`src/hw/avr_pkg.sv`:
```
package avr_pkg;

	typedef logic [7:0]  byte_t;
	typedef logic [15:0] word_t;
	typedef logic [4:0]  reg_addr_t;

	// Bit order matches the AVR SREG, C in bit 0
	typedef struct packed {
		logic i;
		logic t;
		logic h;
		logic s;
		logic v;
		logic n;
		logic z;
		logic c;
	} sreg_t;

	// Two-register ops, also SWAP (single operand in d)
	typedef struct packed {
		logic [5:0] opcode;
		logic       r_hi;
		logic [4:0] d;
		logic [3:0] r_lo;
	} instr_reg_t;

	// Register plus 8-bit constant, d counts from r16
	typedef struct packed {
		logic [3:0] opcode;
		logic [3:0] k_hi;
		logic [3:0] d;
		logic [3:0] k_lo;
	} instr_imm_t;

	typedef struct packed {
		logic [4:0] opcode;
		logic       clear; // BRBC when set
		logic [6:0] offset;
		logic [2:0] sel;   // SREG bit under test
	} instr_br_t;

	typedef struct packed {
		logic [3:0]  opcode;
		logic [11:0] offset;
	} instr_jmp_t;

	typedef union packed {
		instr_reg_t rf;
		instr_imm_t imm;
		instr_br_t  br;
		instr_jmp_t jmp;
	} instr_u;

	typedef enum logic [2:0] {
		ALU_ADD,
		ALU_ADC,
		ALU_SUB,
		ALU_SBC,
		ALU_AND,
		ALU_OR,
		ALU_SWAP,
		ALU_PASS_B
	} alu_op_e;

	typedef struct packed {
		logic   valid;
		instr_u instr;
		word_t  pc;
	} fetch_t;

	typedef struct packed {
		logic  done;
		logic  taken;
		word_t target;
	} redirect_t;

	typedef struct packed {
		logic      en;
		reg_addr_t addr;
		byte_t     data;
	} reg_wr_t;

	typedef struct packed {
		logic  cyc;
		logic  stb;
		word_t adr;
	} wb_req_t;

	typedef struct packed {
		logic  ack;
		word_t dat;
	} wb_rsp_t;

	// Register form, top six bits
	localparam logic [5:0] OP_ADD  = 6'b000011;
	localparam logic [5:0] OP_ADC  = 6'b000111;
	localparam logic [5:0] OP_SUB  = 6'b000110;
	localparam logic [5:0] OP_SBC  = 6'b000010;
	localparam logic [5:0] OP_AND  = 6'b001000;
	localparam logic [5:0] OP_OR   = 6'b001010;
	localparam logic [5:0] OP_CP   = 6'b000101;
	localparam logic [5:0] OP_SWAP = 6'b100101;
	localparam logic [3:0] SWAP_LO = 4'b0010; // Low nibble that picks SWAP out of its group

	// Immediate and jump forms, top four bits
	localparam logic [3:0] OP_CPI  = 4'b0011;
	localparam logic [3:0] OP_SBCI = 4'b0100;
	localparam logic [3:0] OP_SUBI = 4'b0101;
	localparam logic [3:0] OP_ORI  = 4'b0110;
	localparam logic [3:0] OP_ANDI = 4'b0111;
	localparam logic [3:0] OP_LDI  = 4'b1110;
	localparam logic [3:0] OP_RJMP = 4'b1100;
	localparam logic [3:0] OP_BR_HI = 4'b1111;
	localparam logic [4:0] OP_BRBX = 5'b11110;

endpackage

```
`src/hw/avr_alu.sv`:
```
module avr_alu (
	input  avr_pkg::alu_op_e  op,
	input  avr_pkg::byte_t    a,
	input  avr_pkg::byte_t    b,
	input  avr_pkg::sreg_t    sreg_in,
	output avr_pkg::byte_t    result,
	output avr_pkg::sreg_t    sreg_out
);

	logic cin;
	logic [8:0] sum;
	logic [8:0] diff;
	avr_pkg::byte_t r;

	// Carry in only for the with-carry forms
	assign cin = (op == avr_pkg::ALU_ADC || op == avr_pkg::ALU_SBC) ? sreg_in.c : 1'b0;

	// Bit 8 is carry out on add, borrow on subtract
	assign sum = {1'b0, a} + {1'b0, b} + {8'd0, cin};
	assign diff = {1'b0, a} - {1'b0, b} - {8'd0, cin};

	always_comb begin
		r = b;
		sreg_out = sreg_in; // Untouched flags pass through

		case (op)
			avr_pkg::ALU_ADD,
			avr_pkg::ALU_ADC: begin
				r = sum[7:0];
				// Carry out of bit 3
				sreg_out.h = (a[3] & b[3]) | (b[3] & ~r[3]) | (~r[3] & a[3]);
				// Same-sign operands, result flipped sign
				sreg_out.v = (a[7] & b[7] & ~r[7]) | (~a[7] & ~b[7] & r[7]);
				sreg_out.c = sum[8];
			end

			avr_pkg::ALU_SUB,
			avr_pkg::ALU_SBC: begin
				r = diff[7:0];
				// Borrow from bit 4
				sreg_out.h = (~a[3] & b[3]) | (b[3] & r[3]) | (r[3] & ~a[3]);
				sreg_out.v = (a[7] & ~b[7] & ~r[7]) | (~a[7] & b[7] & r[7]);
				sreg_out.c = diff[8];
			end

			avr_pkg::ALU_AND: begin
				r = a & b;
				sreg_out.v = 1'b0;
			end

			avr_pkg::ALU_OR: begin
				r = a | b;
				sreg_out.v = 1'b0;
			end

			avr_pkg::ALU_SWAP: r = {a[3:0], a[7:4]}; // Nibble swap, no flags

			avr_pkg::ALU_PASS_B: r = b; // LDI and the NOP path

			default: r = b;
		endcase

		// N, S and Z are common to every flag-setting op
		if (op != avr_pkg::ALU_SWAP && op != avr_pkg::ALU_PASS_B) begin
			sreg_out.n = r[7];
			sreg_out.z = (r == 8'd0);
			sreg_out.s = r[7] ^ sreg_out.v;
		end
	end

	assign result = r;

endmodule

```
`src/hw/avr_core.sv`:
```
module avr_core #(
	parameter avr_pkg::word_t RESET_PC = '0
) (
	input  logic              CLK,
	input  logic              RST,
	input  avr_pkg::wb_rsp_t  prog_rsp,
	output avr_pkg::wb_req_t  prog_req,
	output avr_pkg::reg_wr_t  reg_wr,
	output avr_pkg::sreg_t    sreg
);

	avr_pkg::fetch_t fetched;
	avr_pkg::redirect_t redirect;
	avr_pkg::reg_addr_t rd_addr;
	avr_pkg::reg_addr_t rr_addr;
	avr_pkg::byte_t rd_data;
	avr_pkg::byte_t rr_data;
	avr_pkg::byte_t alu_a;
	avr_pkg::byte_t alu_b;
	avr_pkg::byte_t alu_result;
	avr_pkg::alu_op_e alu_op;
	avr_pkg::sreg_t alu_sreg;

	avr_fetch #(
		.RESET_PC (RESET_PC)
	) fetch_i (
		.CLK      (CLK),
		.RST      (RST),
		.redirect (redirect),
		.prog_rsp (prog_rsp),
		.prog_req (prog_req),
		.fetched  (fetched)
	);

	avr_execute execute_i (
		.CLK        (CLK),
		.RST        (RST),
		.fetched    (fetched),
		.rd_data    (rd_data),
		.rr_data    (rr_data),
		.alu_result (alu_result),
		.alu_sreg   (alu_sreg),
		.rd_addr    (rd_addr),
		.rr_addr    (rr_addr),
		.alu_op     (alu_op),
		.alu_a      (alu_a),
		.alu_b      (alu_b),
		.sreg       (sreg),
		.reg_wr     (reg_wr),
		.redirect   (redirect)
	);

	// Carry in comes from the live status register
	avr_alu alu_i (
		.op       (alu_op),
		.a        (alu_a),
		.b        (alu_b),
		.sreg_in  (sreg),
		.result   (alu_result),
		.sreg_out (alu_sreg)
	);

	avr_regfile regfile_i (
		.CLK     (CLK),
		.RST     (RST),
		.rd_addr (rd_addr),
		.rr_addr (rr_addr),
		.wr      (reg_wr),
		.rd_data (rd_data),
		.rr_data (rr_data)
	);

endmodule

```
`src/hw/avr_execute.sv`:
```
module avr_execute (
	input  logic                CLK,
	input  logic                RST,
	input  avr_pkg::fetch_t     fetched,
	input  avr_pkg::byte_t      rd_data,
	input  avr_pkg::byte_t      rr_data,
	input  avr_pkg::byte_t      alu_result,
	input  avr_pkg::sreg_t      alu_sreg,
	output avr_pkg::reg_addr_t  rd_addr,
	output avr_pkg::reg_addr_t  rr_addr,
	output avr_pkg::alu_op_e    alu_op,
	output avr_pkg::byte_t      alu_a,
	output avr_pkg::byte_t      alu_b,
	output avr_pkg::sreg_t      sreg,
	output avr_pkg::reg_wr_t    reg_wr,
	output avr_pkg::redirect_t  redirect
);

	avr_pkg::instr_u ins;
	avr_pkg::byte_t k;
	avr_pkg::sreg_t sreg_q;
	avr_pkg::word_t offset;
	logic use_imm;
	logic wr_en;
	logic flag_en;
	logic is_branch;
	logic is_rjmp;
	logic br_taken;

	assign ins = fetched.instr;
	assign k = {ins.imm.k_hi, ins.imm.k_lo};

	always_comb begin
		alu_op = avr_pkg::ALU_PASS_B;
		use_imm = 1'b0;
		wr_en = 1'b0;
		flag_en = 1'b0;
		is_branch = 1'b0;
		is_rjmp = 1'b0;

		case (ins.imm.opcode)
			avr_pkg::OP_CPI: begin
				alu_op = avr_pkg::ALU_SUB;
				use_imm = 1'b1;
				flag_en = 1'b1; // Compare only, no write-back
			end
			avr_pkg::OP_SBCI: {alu_op, use_imm, wr_en, flag_en} = {avr_pkg::ALU_SBC, 3'b111};
			avr_pkg::OP_SUBI: {alu_op, use_imm, wr_en, flag_en} = {avr_pkg::ALU_SUB, 3'b111};
			avr_pkg::OP_ORI:  {alu_op, use_imm, wr_en, flag_en} = {avr_pkg::ALU_OR, 3'b111};
			avr_pkg::OP_ANDI: {alu_op, use_imm, wr_en, flag_en} = {avr_pkg::ALU_AND, 3'b111};
			avr_pkg::OP_LDI:  {alu_op, use_imm, wr_en} = {avr_pkg::ALU_PASS_B, 2'b11};
			avr_pkg::OP_RJMP: is_rjmp = 1'b1;
			avr_pkg::OP_BR_HI: is_branch = (ins.br.opcode == avr_pkg::OP_BRBX);
			default: begin
				// Two-register group
				case (ins.rf.opcode)
					avr_pkg::OP_ADD: {alu_op, wr_en, flag_en} = {avr_pkg::ALU_ADD, 2'b11};
					avr_pkg::OP_ADC: {alu_op, wr_en, flag_en} = {avr_pkg::ALU_ADC, 2'b11};
					avr_pkg::OP_SUB: {alu_op, wr_en, flag_en} = {avr_pkg::ALU_SUB, 2'b11};
					avr_pkg::OP_SBC: {alu_op, wr_en, flag_en} = {avr_pkg::ALU_SBC, 2'b11};
					avr_pkg::OP_AND: {alu_op, wr_en, flag_en} = {avr_pkg::ALU_AND, 2'b11};
					avr_pkg::OP_OR:  {alu_op, wr_en, flag_en} = {avr_pkg::ALU_OR, 2'b11};
					avr_pkg::OP_CP:  {alu_op, flag_en} = {avr_pkg::ALU_SUB, 1'b1};
					avr_pkg::OP_SWAP: begin
						if (!ins.rf.r_hi && ins.rf.r_lo == avr_pkg::SWAP_LO) begin
							alu_op = avr_pkg::ALU_SWAP;
							wr_en = 1'b1;
						end
					end
					default: alu_op = avr_pkg::ALU_PASS_B; // Anything else runs as NOP
				endcase
			end
		endcase
	end

	// Immediate forms only reach r16..r31
	assign rd_addr = use_imm ? {1'b1, ins.imm.d} : ins.rf.d;
	assign rr_addr = {ins.rf.r_hi, ins.rf.r_lo};
	assign alu_a = rd_data;
	assign alu_b = use_imm ? k : rr_data;

	// Set form branches on 1, clear form on 0
	assign br_taken = is_branch && (sreg_q[ins.br.sel] != ins.br.clear);
	assign offset = is_rjmp ? {{4{ins.jmp.offset[11]}}, ins.jmp.offset}
		: {{9{ins.br.offset[6]}}, ins.br.offset};

	assign redirect.done = fetched.valid;
	assign redirect.taken = fetched.valid && (is_rjmp || br_taken);
	assign redirect.target = fetched.pc + 16'd1 + offset;

	assign reg_wr.en = fetched.valid && wr_en;
	assign reg_wr.addr = rd_addr;
	assign reg_wr.data = alu_result;

	always_ff @(posedge CLK) begin
		if (RST) sreg_q <= '0;
		else if (fetched.valid && flag_en) sreg_q <= alu_sreg;
	end

	assign sreg = sreg_q;

endmodule

```
`src/hw/avr_fetch.sv`:
```
module avr_fetch #(
	parameter avr_pkg::word_t RESET_PC = '0
) (
	input  logic                CLK,
	input  logic                RST,
	input  avr_pkg::redirect_t  redirect,
	input  avr_pkg::wb_rsp_t    prog_rsp,
	output avr_pkg::wb_req_t    prog_req,
	output avr_pkg::fetch_t     fetched
);

	// One instruction in flight, so fetch just walks these three states
	typedef enum logic [1:0] {
		F_START,
		F_REQ,
		F_EXEC
	} state_e;

	state_e state;
	avr_pkg::word_t pc;
	avr_pkg::instr_u ir;

	always_ff @(posedge CLK) begin
		if (RST) begin
			state <= F_START;
			pc <= RESET_PC;
		end else begin
			case (state)
				F_START: state <= F_REQ;
				F_REQ: begin
					if (prog_rsp.ack) state <= F_EXEC; // End of the bus transfer
				end
				F_EXEC: begin
					if (redirect.done) begin
						state <= F_REQ;
						pc <= redirect.taken ? redirect.target : pc + 16'd1;
					end
				end
				default: state <= F_START;
			endcase
		end
	end

	// Instruction register
	always_ff @(posedge CLK) begin
		if (state == F_REQ && prog_rsp.ack) ir <= prog_rsp.dat;
	end

	// Wishbone classic read, adr held by pc until ack
	assign prog_req.cyc = (state == F_REQ);
	assign prog_req.stb = (state == F_REQ);
	assign prog_req.adr = pc;

	assign fetched.valid = (state == F_EXEC);
	assign fetched.instr = ir;
	assign fetched.pc = pc;

endmodule

```
`src/hw/avr_regfile.sv`:
```
module avr_regfile (
	input  logic                CLK,
	input  logic                RST,
	input  avr_pkg::reg_addr_t  rd_addr,
	input  avr_pkg::reg_addr_t  rr_addr,
	input  avr_pkg::reg_wr_t    wr,
	output avr_pkg::byte_t      rd_data,
	output avr_pkg::byte_t      rr_data
);

	avr_pkg::byte_t regs [32];

	// Single write port, r0..r31
	always_ff @(posedge CLK) begin
		if (RST) begin
			for (int i = 0; i < 32; i++) begin
				regs[i] <= '0;
			end
		end else if (wr.en) begin
			regs[wr.addr] <= wr.data;
		end
	end

	// Reads are asynchronous so execute finishes in its single cycle
	assign rd_data = regs[rd_addr];
	assign rr_data = regs[rr_addr];

endmodule

```
`config.mk`:
```
export PLATFORM = sky130hd
export DESIGN_NAME = avr_core
export DESIGN_NICKNAME = d
export VERILOG_FILES = /design/src/hw/avr_pkg.sv /design/src/hw/avr_alu.sv /design/src/hw/avr_core.sv /design/src/hw/avr_execute.sv /design/src/hw/avr_fetch.sv /design/src/hw/avr_regfile.sv
export SDC_FILE = /design/constraint.sdc
export NUM_CORES = 1
export LEC_CHECK = 0
export CAP_MARGIN = 10
export CORE_UTILIZATION = 57
export DETAILED_ROUTE_END_ITERATION = 6
export DONT_BUFFER_PORTS = 1
export GPL_TIMING_DRIVEN = 0
export PLACE_DENSITY = 0.72
export SLEW_MARGIN = 40
export SYNTH_ARGS = -nofsm -noshare
export SYNTH_HDL_FRONTEND = slang
export SYNTH_SLANG_ARGS = --single-unit
```
`constraint.sdc`:
```
create_clock -name CLK -period 7.2 [get_ports CLK]
set_clock_uncertainty 0.15 [all_clocks]
set_input_delay 1.44 -clock CLK [delete_from_list [all_inputs] [get_ports CLK]]
set_output_delay 1.44 -clock CLK [all_outputs]
set_load 0.005 [all_outputs]
```
==> run summary <==
status -> finished clean
Power per Cell Area -> 237 nW/um^2
core area -> 31600 um^2
Final Hold Vio Count -> 0
Core Util, Final -> 64.2%
synth unique cells -> 79
Clock Latency Late Sink -> 550 ps
worst rel slew slack -> 37.1%
Clock Pin Slew Worst Setup and Hold Paths -> 60 ps
EDFF count, synth -> 272
worst min-delay path class -> reg -> reg
dpl cells -> 1912
Vias -> 13.7k
Final Cycle Share -> 99.4%
commonest non-fill, non-tap cell in the layout -> nor2_1
Seq/Total Area, Yosys -> 47.8%
Synth async-reset ratio -> 0%
kind of critical path -> reg -> out
initial core utilization -> 58.0%
Placement Cell Area -> 18800 um^2
io pins -> 59
Worst Setup Start Kind -> flop
port bufs -> 0
routability congestion estimate -> 1.02
Mapped Cells -> 1508
H-tree levels -> 2
Data arrival, critical path -> 5570 ps
Synth Area per Inst -> 12.1 um^2
die height -> 181 um
CP Data Required Time -> 5610 ps
Die Width -> 181 um
initial antenna violation count -> 0
num rows -> 65
Crit. End Element -> output port
worst path cell trace -> buf_2, clkbuf_4, clkbuf_2, mux4_2, mux2i_1, o22ai_1, o21ai_1, nand2_1, ha_1, o21ai_0, nand2_1, fa_1, nor2_1, or3_1, buf_2, buf_2, inv_2
CTS Sinks -> 301
largest net degree at the start of global routing -> 19
DR vias/cell -> 6.94
total gr overflow -> 0
Yosys reg bits -> 301
Largest stage delay, worst path -> 540 ps
Finished Layout Cells -> 1979
mapped cell area -> 18300 um^2
Worst Path Max Fanout -> 10
clock buffer depth -> 3
post-route antenna net violation count -> 0
DRC -> 0
Detailed Place HPWL -> 42.3 mm
vias in the first global route -> 13.3k
total CTS buffers -> 34
Routed wire per std cell -> 30.5 um
P&R area growth vs syn -> 10.6%
Iteration-0 DRC Markers -> 2098
die area -> 32800 um^2
total leakage power -> 7.65 nW
commonest cells after routing, fill and taps aside -> 283 x nor2_1, 272 x edfxtp_1, 134 x mux4_2, 76 x nand2_1, 51 x inv_1
dominant synthesized flop cell -> edfxtp_1
Global Route Usage Sum -> 37.2%
CTS root buf -> clkbuf_16
crit path time final -> 7160 ps
worst vdd ir -> 0.217 mV
fillers -> 2391
first-pass GRT wire length -> 86.7 mm
Max Slew Vio Count -> 0
DR pass1 iterations -> 6
Final setup viols -> 0
Critical Path Most Common Cell -> buf_2
fmax -> 140 MHz
Detailed Route WL -> 60.3 mm
slowest cell on the critical path -> fa_1
CTS tree -> built
Slew @ Worst Pin -> 940 ps
max-cap violations -> 0
number of nets in the layout -> 1622
post-route cell area -> 20200 um^2
Yosys warning count -> 0
layout cell share with drive strength beyond 1 -> 22.3%
[cells by family (layout without fill, tap and decap cells)]
| logic type | Yosys count | after routing | synth area share (%) |
|---|---|---|---|
| AOI/OAI and AO/OA | 191 | 191 | 6.97 |
| xor gates and xnor gates | 32 | 32 | 1.53 |
| adders and majority gates | 52 | 52 | 3.80 |
| buffers and inverters | 185 | 252 | 5.05 |
| DFF | 301 | 301 | 47.8 |
| muxes | 199 | 199 | 21.2 |
| other | 1 | 3 | 0.0205 |
| and+or+nand+nor | 547 | 547 | 13.6 |
[layer usage]
metal | part of all wire, % | global-route usage [%]
met2 | 46 | 57.6
met5 | 0 | 0.296
met3 | 14 | 11.8
met4 | 5.6 | 18.7
met1 | 35 | 47.1
[flip-flops by register name, summed over array words and instances, names as in the netlist, named ones only]
name and cells:
fetch_i.state 2, fetch_i.pc 16, fetch_i.ir 16, regfile_i.regs 256, execute_i.sreg 6
[synth_stat cells, types with 12 or more instances]
library cell  instances  area, um^2
a211oi_1             15         113
nand2b_1             48         300
xor2_1               12         105
edfxtp_1            272        8170
dfxtp_1              29         581
buf_2                31         155
o22ai_1              12        75.1
mux2_2               12         135
a21oi_1              48         240
clkbuf_1             51         191
mux4_1               12         315
nor3_1               20         100
buf_4                33         248
inv_1                51         191
nand3_1              27         135
mux2i_1              39         390
mux4_2              134        3020
nor2_2               29         181
nand2_1              76         285
nor2_1              283        1060
ha_1                 46         576
o21ai_0              37         185
xnor2_1              20         175
[path summary, 6_finish.rpt]
| check | from | to | slack (ps) | cells past startpoint |
|---|---|---|---|---|
| setup / recovery | flop | reg_wr[3] | 40 | 17 |
| hold / removal | execute_i.sreg[2] | execute_i.sreg[2] | 370 | 2 |
| setup reg to reg | fetch_i.ir[5] | regfile_i.regs[25][6] | 1010 | 19 |
| hold reg to reg | execute_i.sreg[2] | execute_i.sreg[2] | 370 | 2 |
[cell type report]
class                   count  area, um^2  area share, %
clock inverters            20         272           1.34
repair buffers              7        50.0          0.247
clock buffers              41         877           4.33
diodes                      1        2.50         0.0124
inverters                  58         218           1.08
well taps                 402         503           2.48
flip-flops and latches    301        8750           43.2
plain buffers             126         805           3.97
multi-input cells        1023        8770           43.3
[worst max-delay path, delay by kind of cell (launching register included)]
kind / cells / cell delay (ps)
and+or+nand+nor: 4 / 720
muxes: 2 / 560
AOI/OAI and AO/OA: 3 / 710
DFF: 1 / 310
buffers and inverters: 6 / 1760
adders and majority gates: 2 / 950
[power breakdown]
part / internal [mW] / leakage, nW / switching (mW) / total (mW)
clock network: 1.06 / 0.555 / 0.755 / 1.82
logic: 0.340 / 4.06 / 0.642 / 0.982
registers: 1.96 / 3.03 / 0.0369 / 1.99
[stage by stage]
step                      TNS [ps]  power (mW)  hold slack [ps]  setup WS [ps]
final                            0        4.80              366           42.0
after global placement      -11620        2.91              343          -1460
after floorplan                  0        2.62              315            953
after detailed placement      -953        2.94              352           -583
after CTS                        0        4.73              362           5.10
after global routing         -21.2        4.89              392          -21.2
[repair_timing]
action                                  in CTS  in global routing
endpoints found under the hold margin        0                  0
hold buffers                                 0                  0
endpoints found under the setup margin       7                  6
pin swaps                                    2                  3
resized for setup                           33                 27
setup buffers                                2                  4
Power figures use the tool's default switching activity.
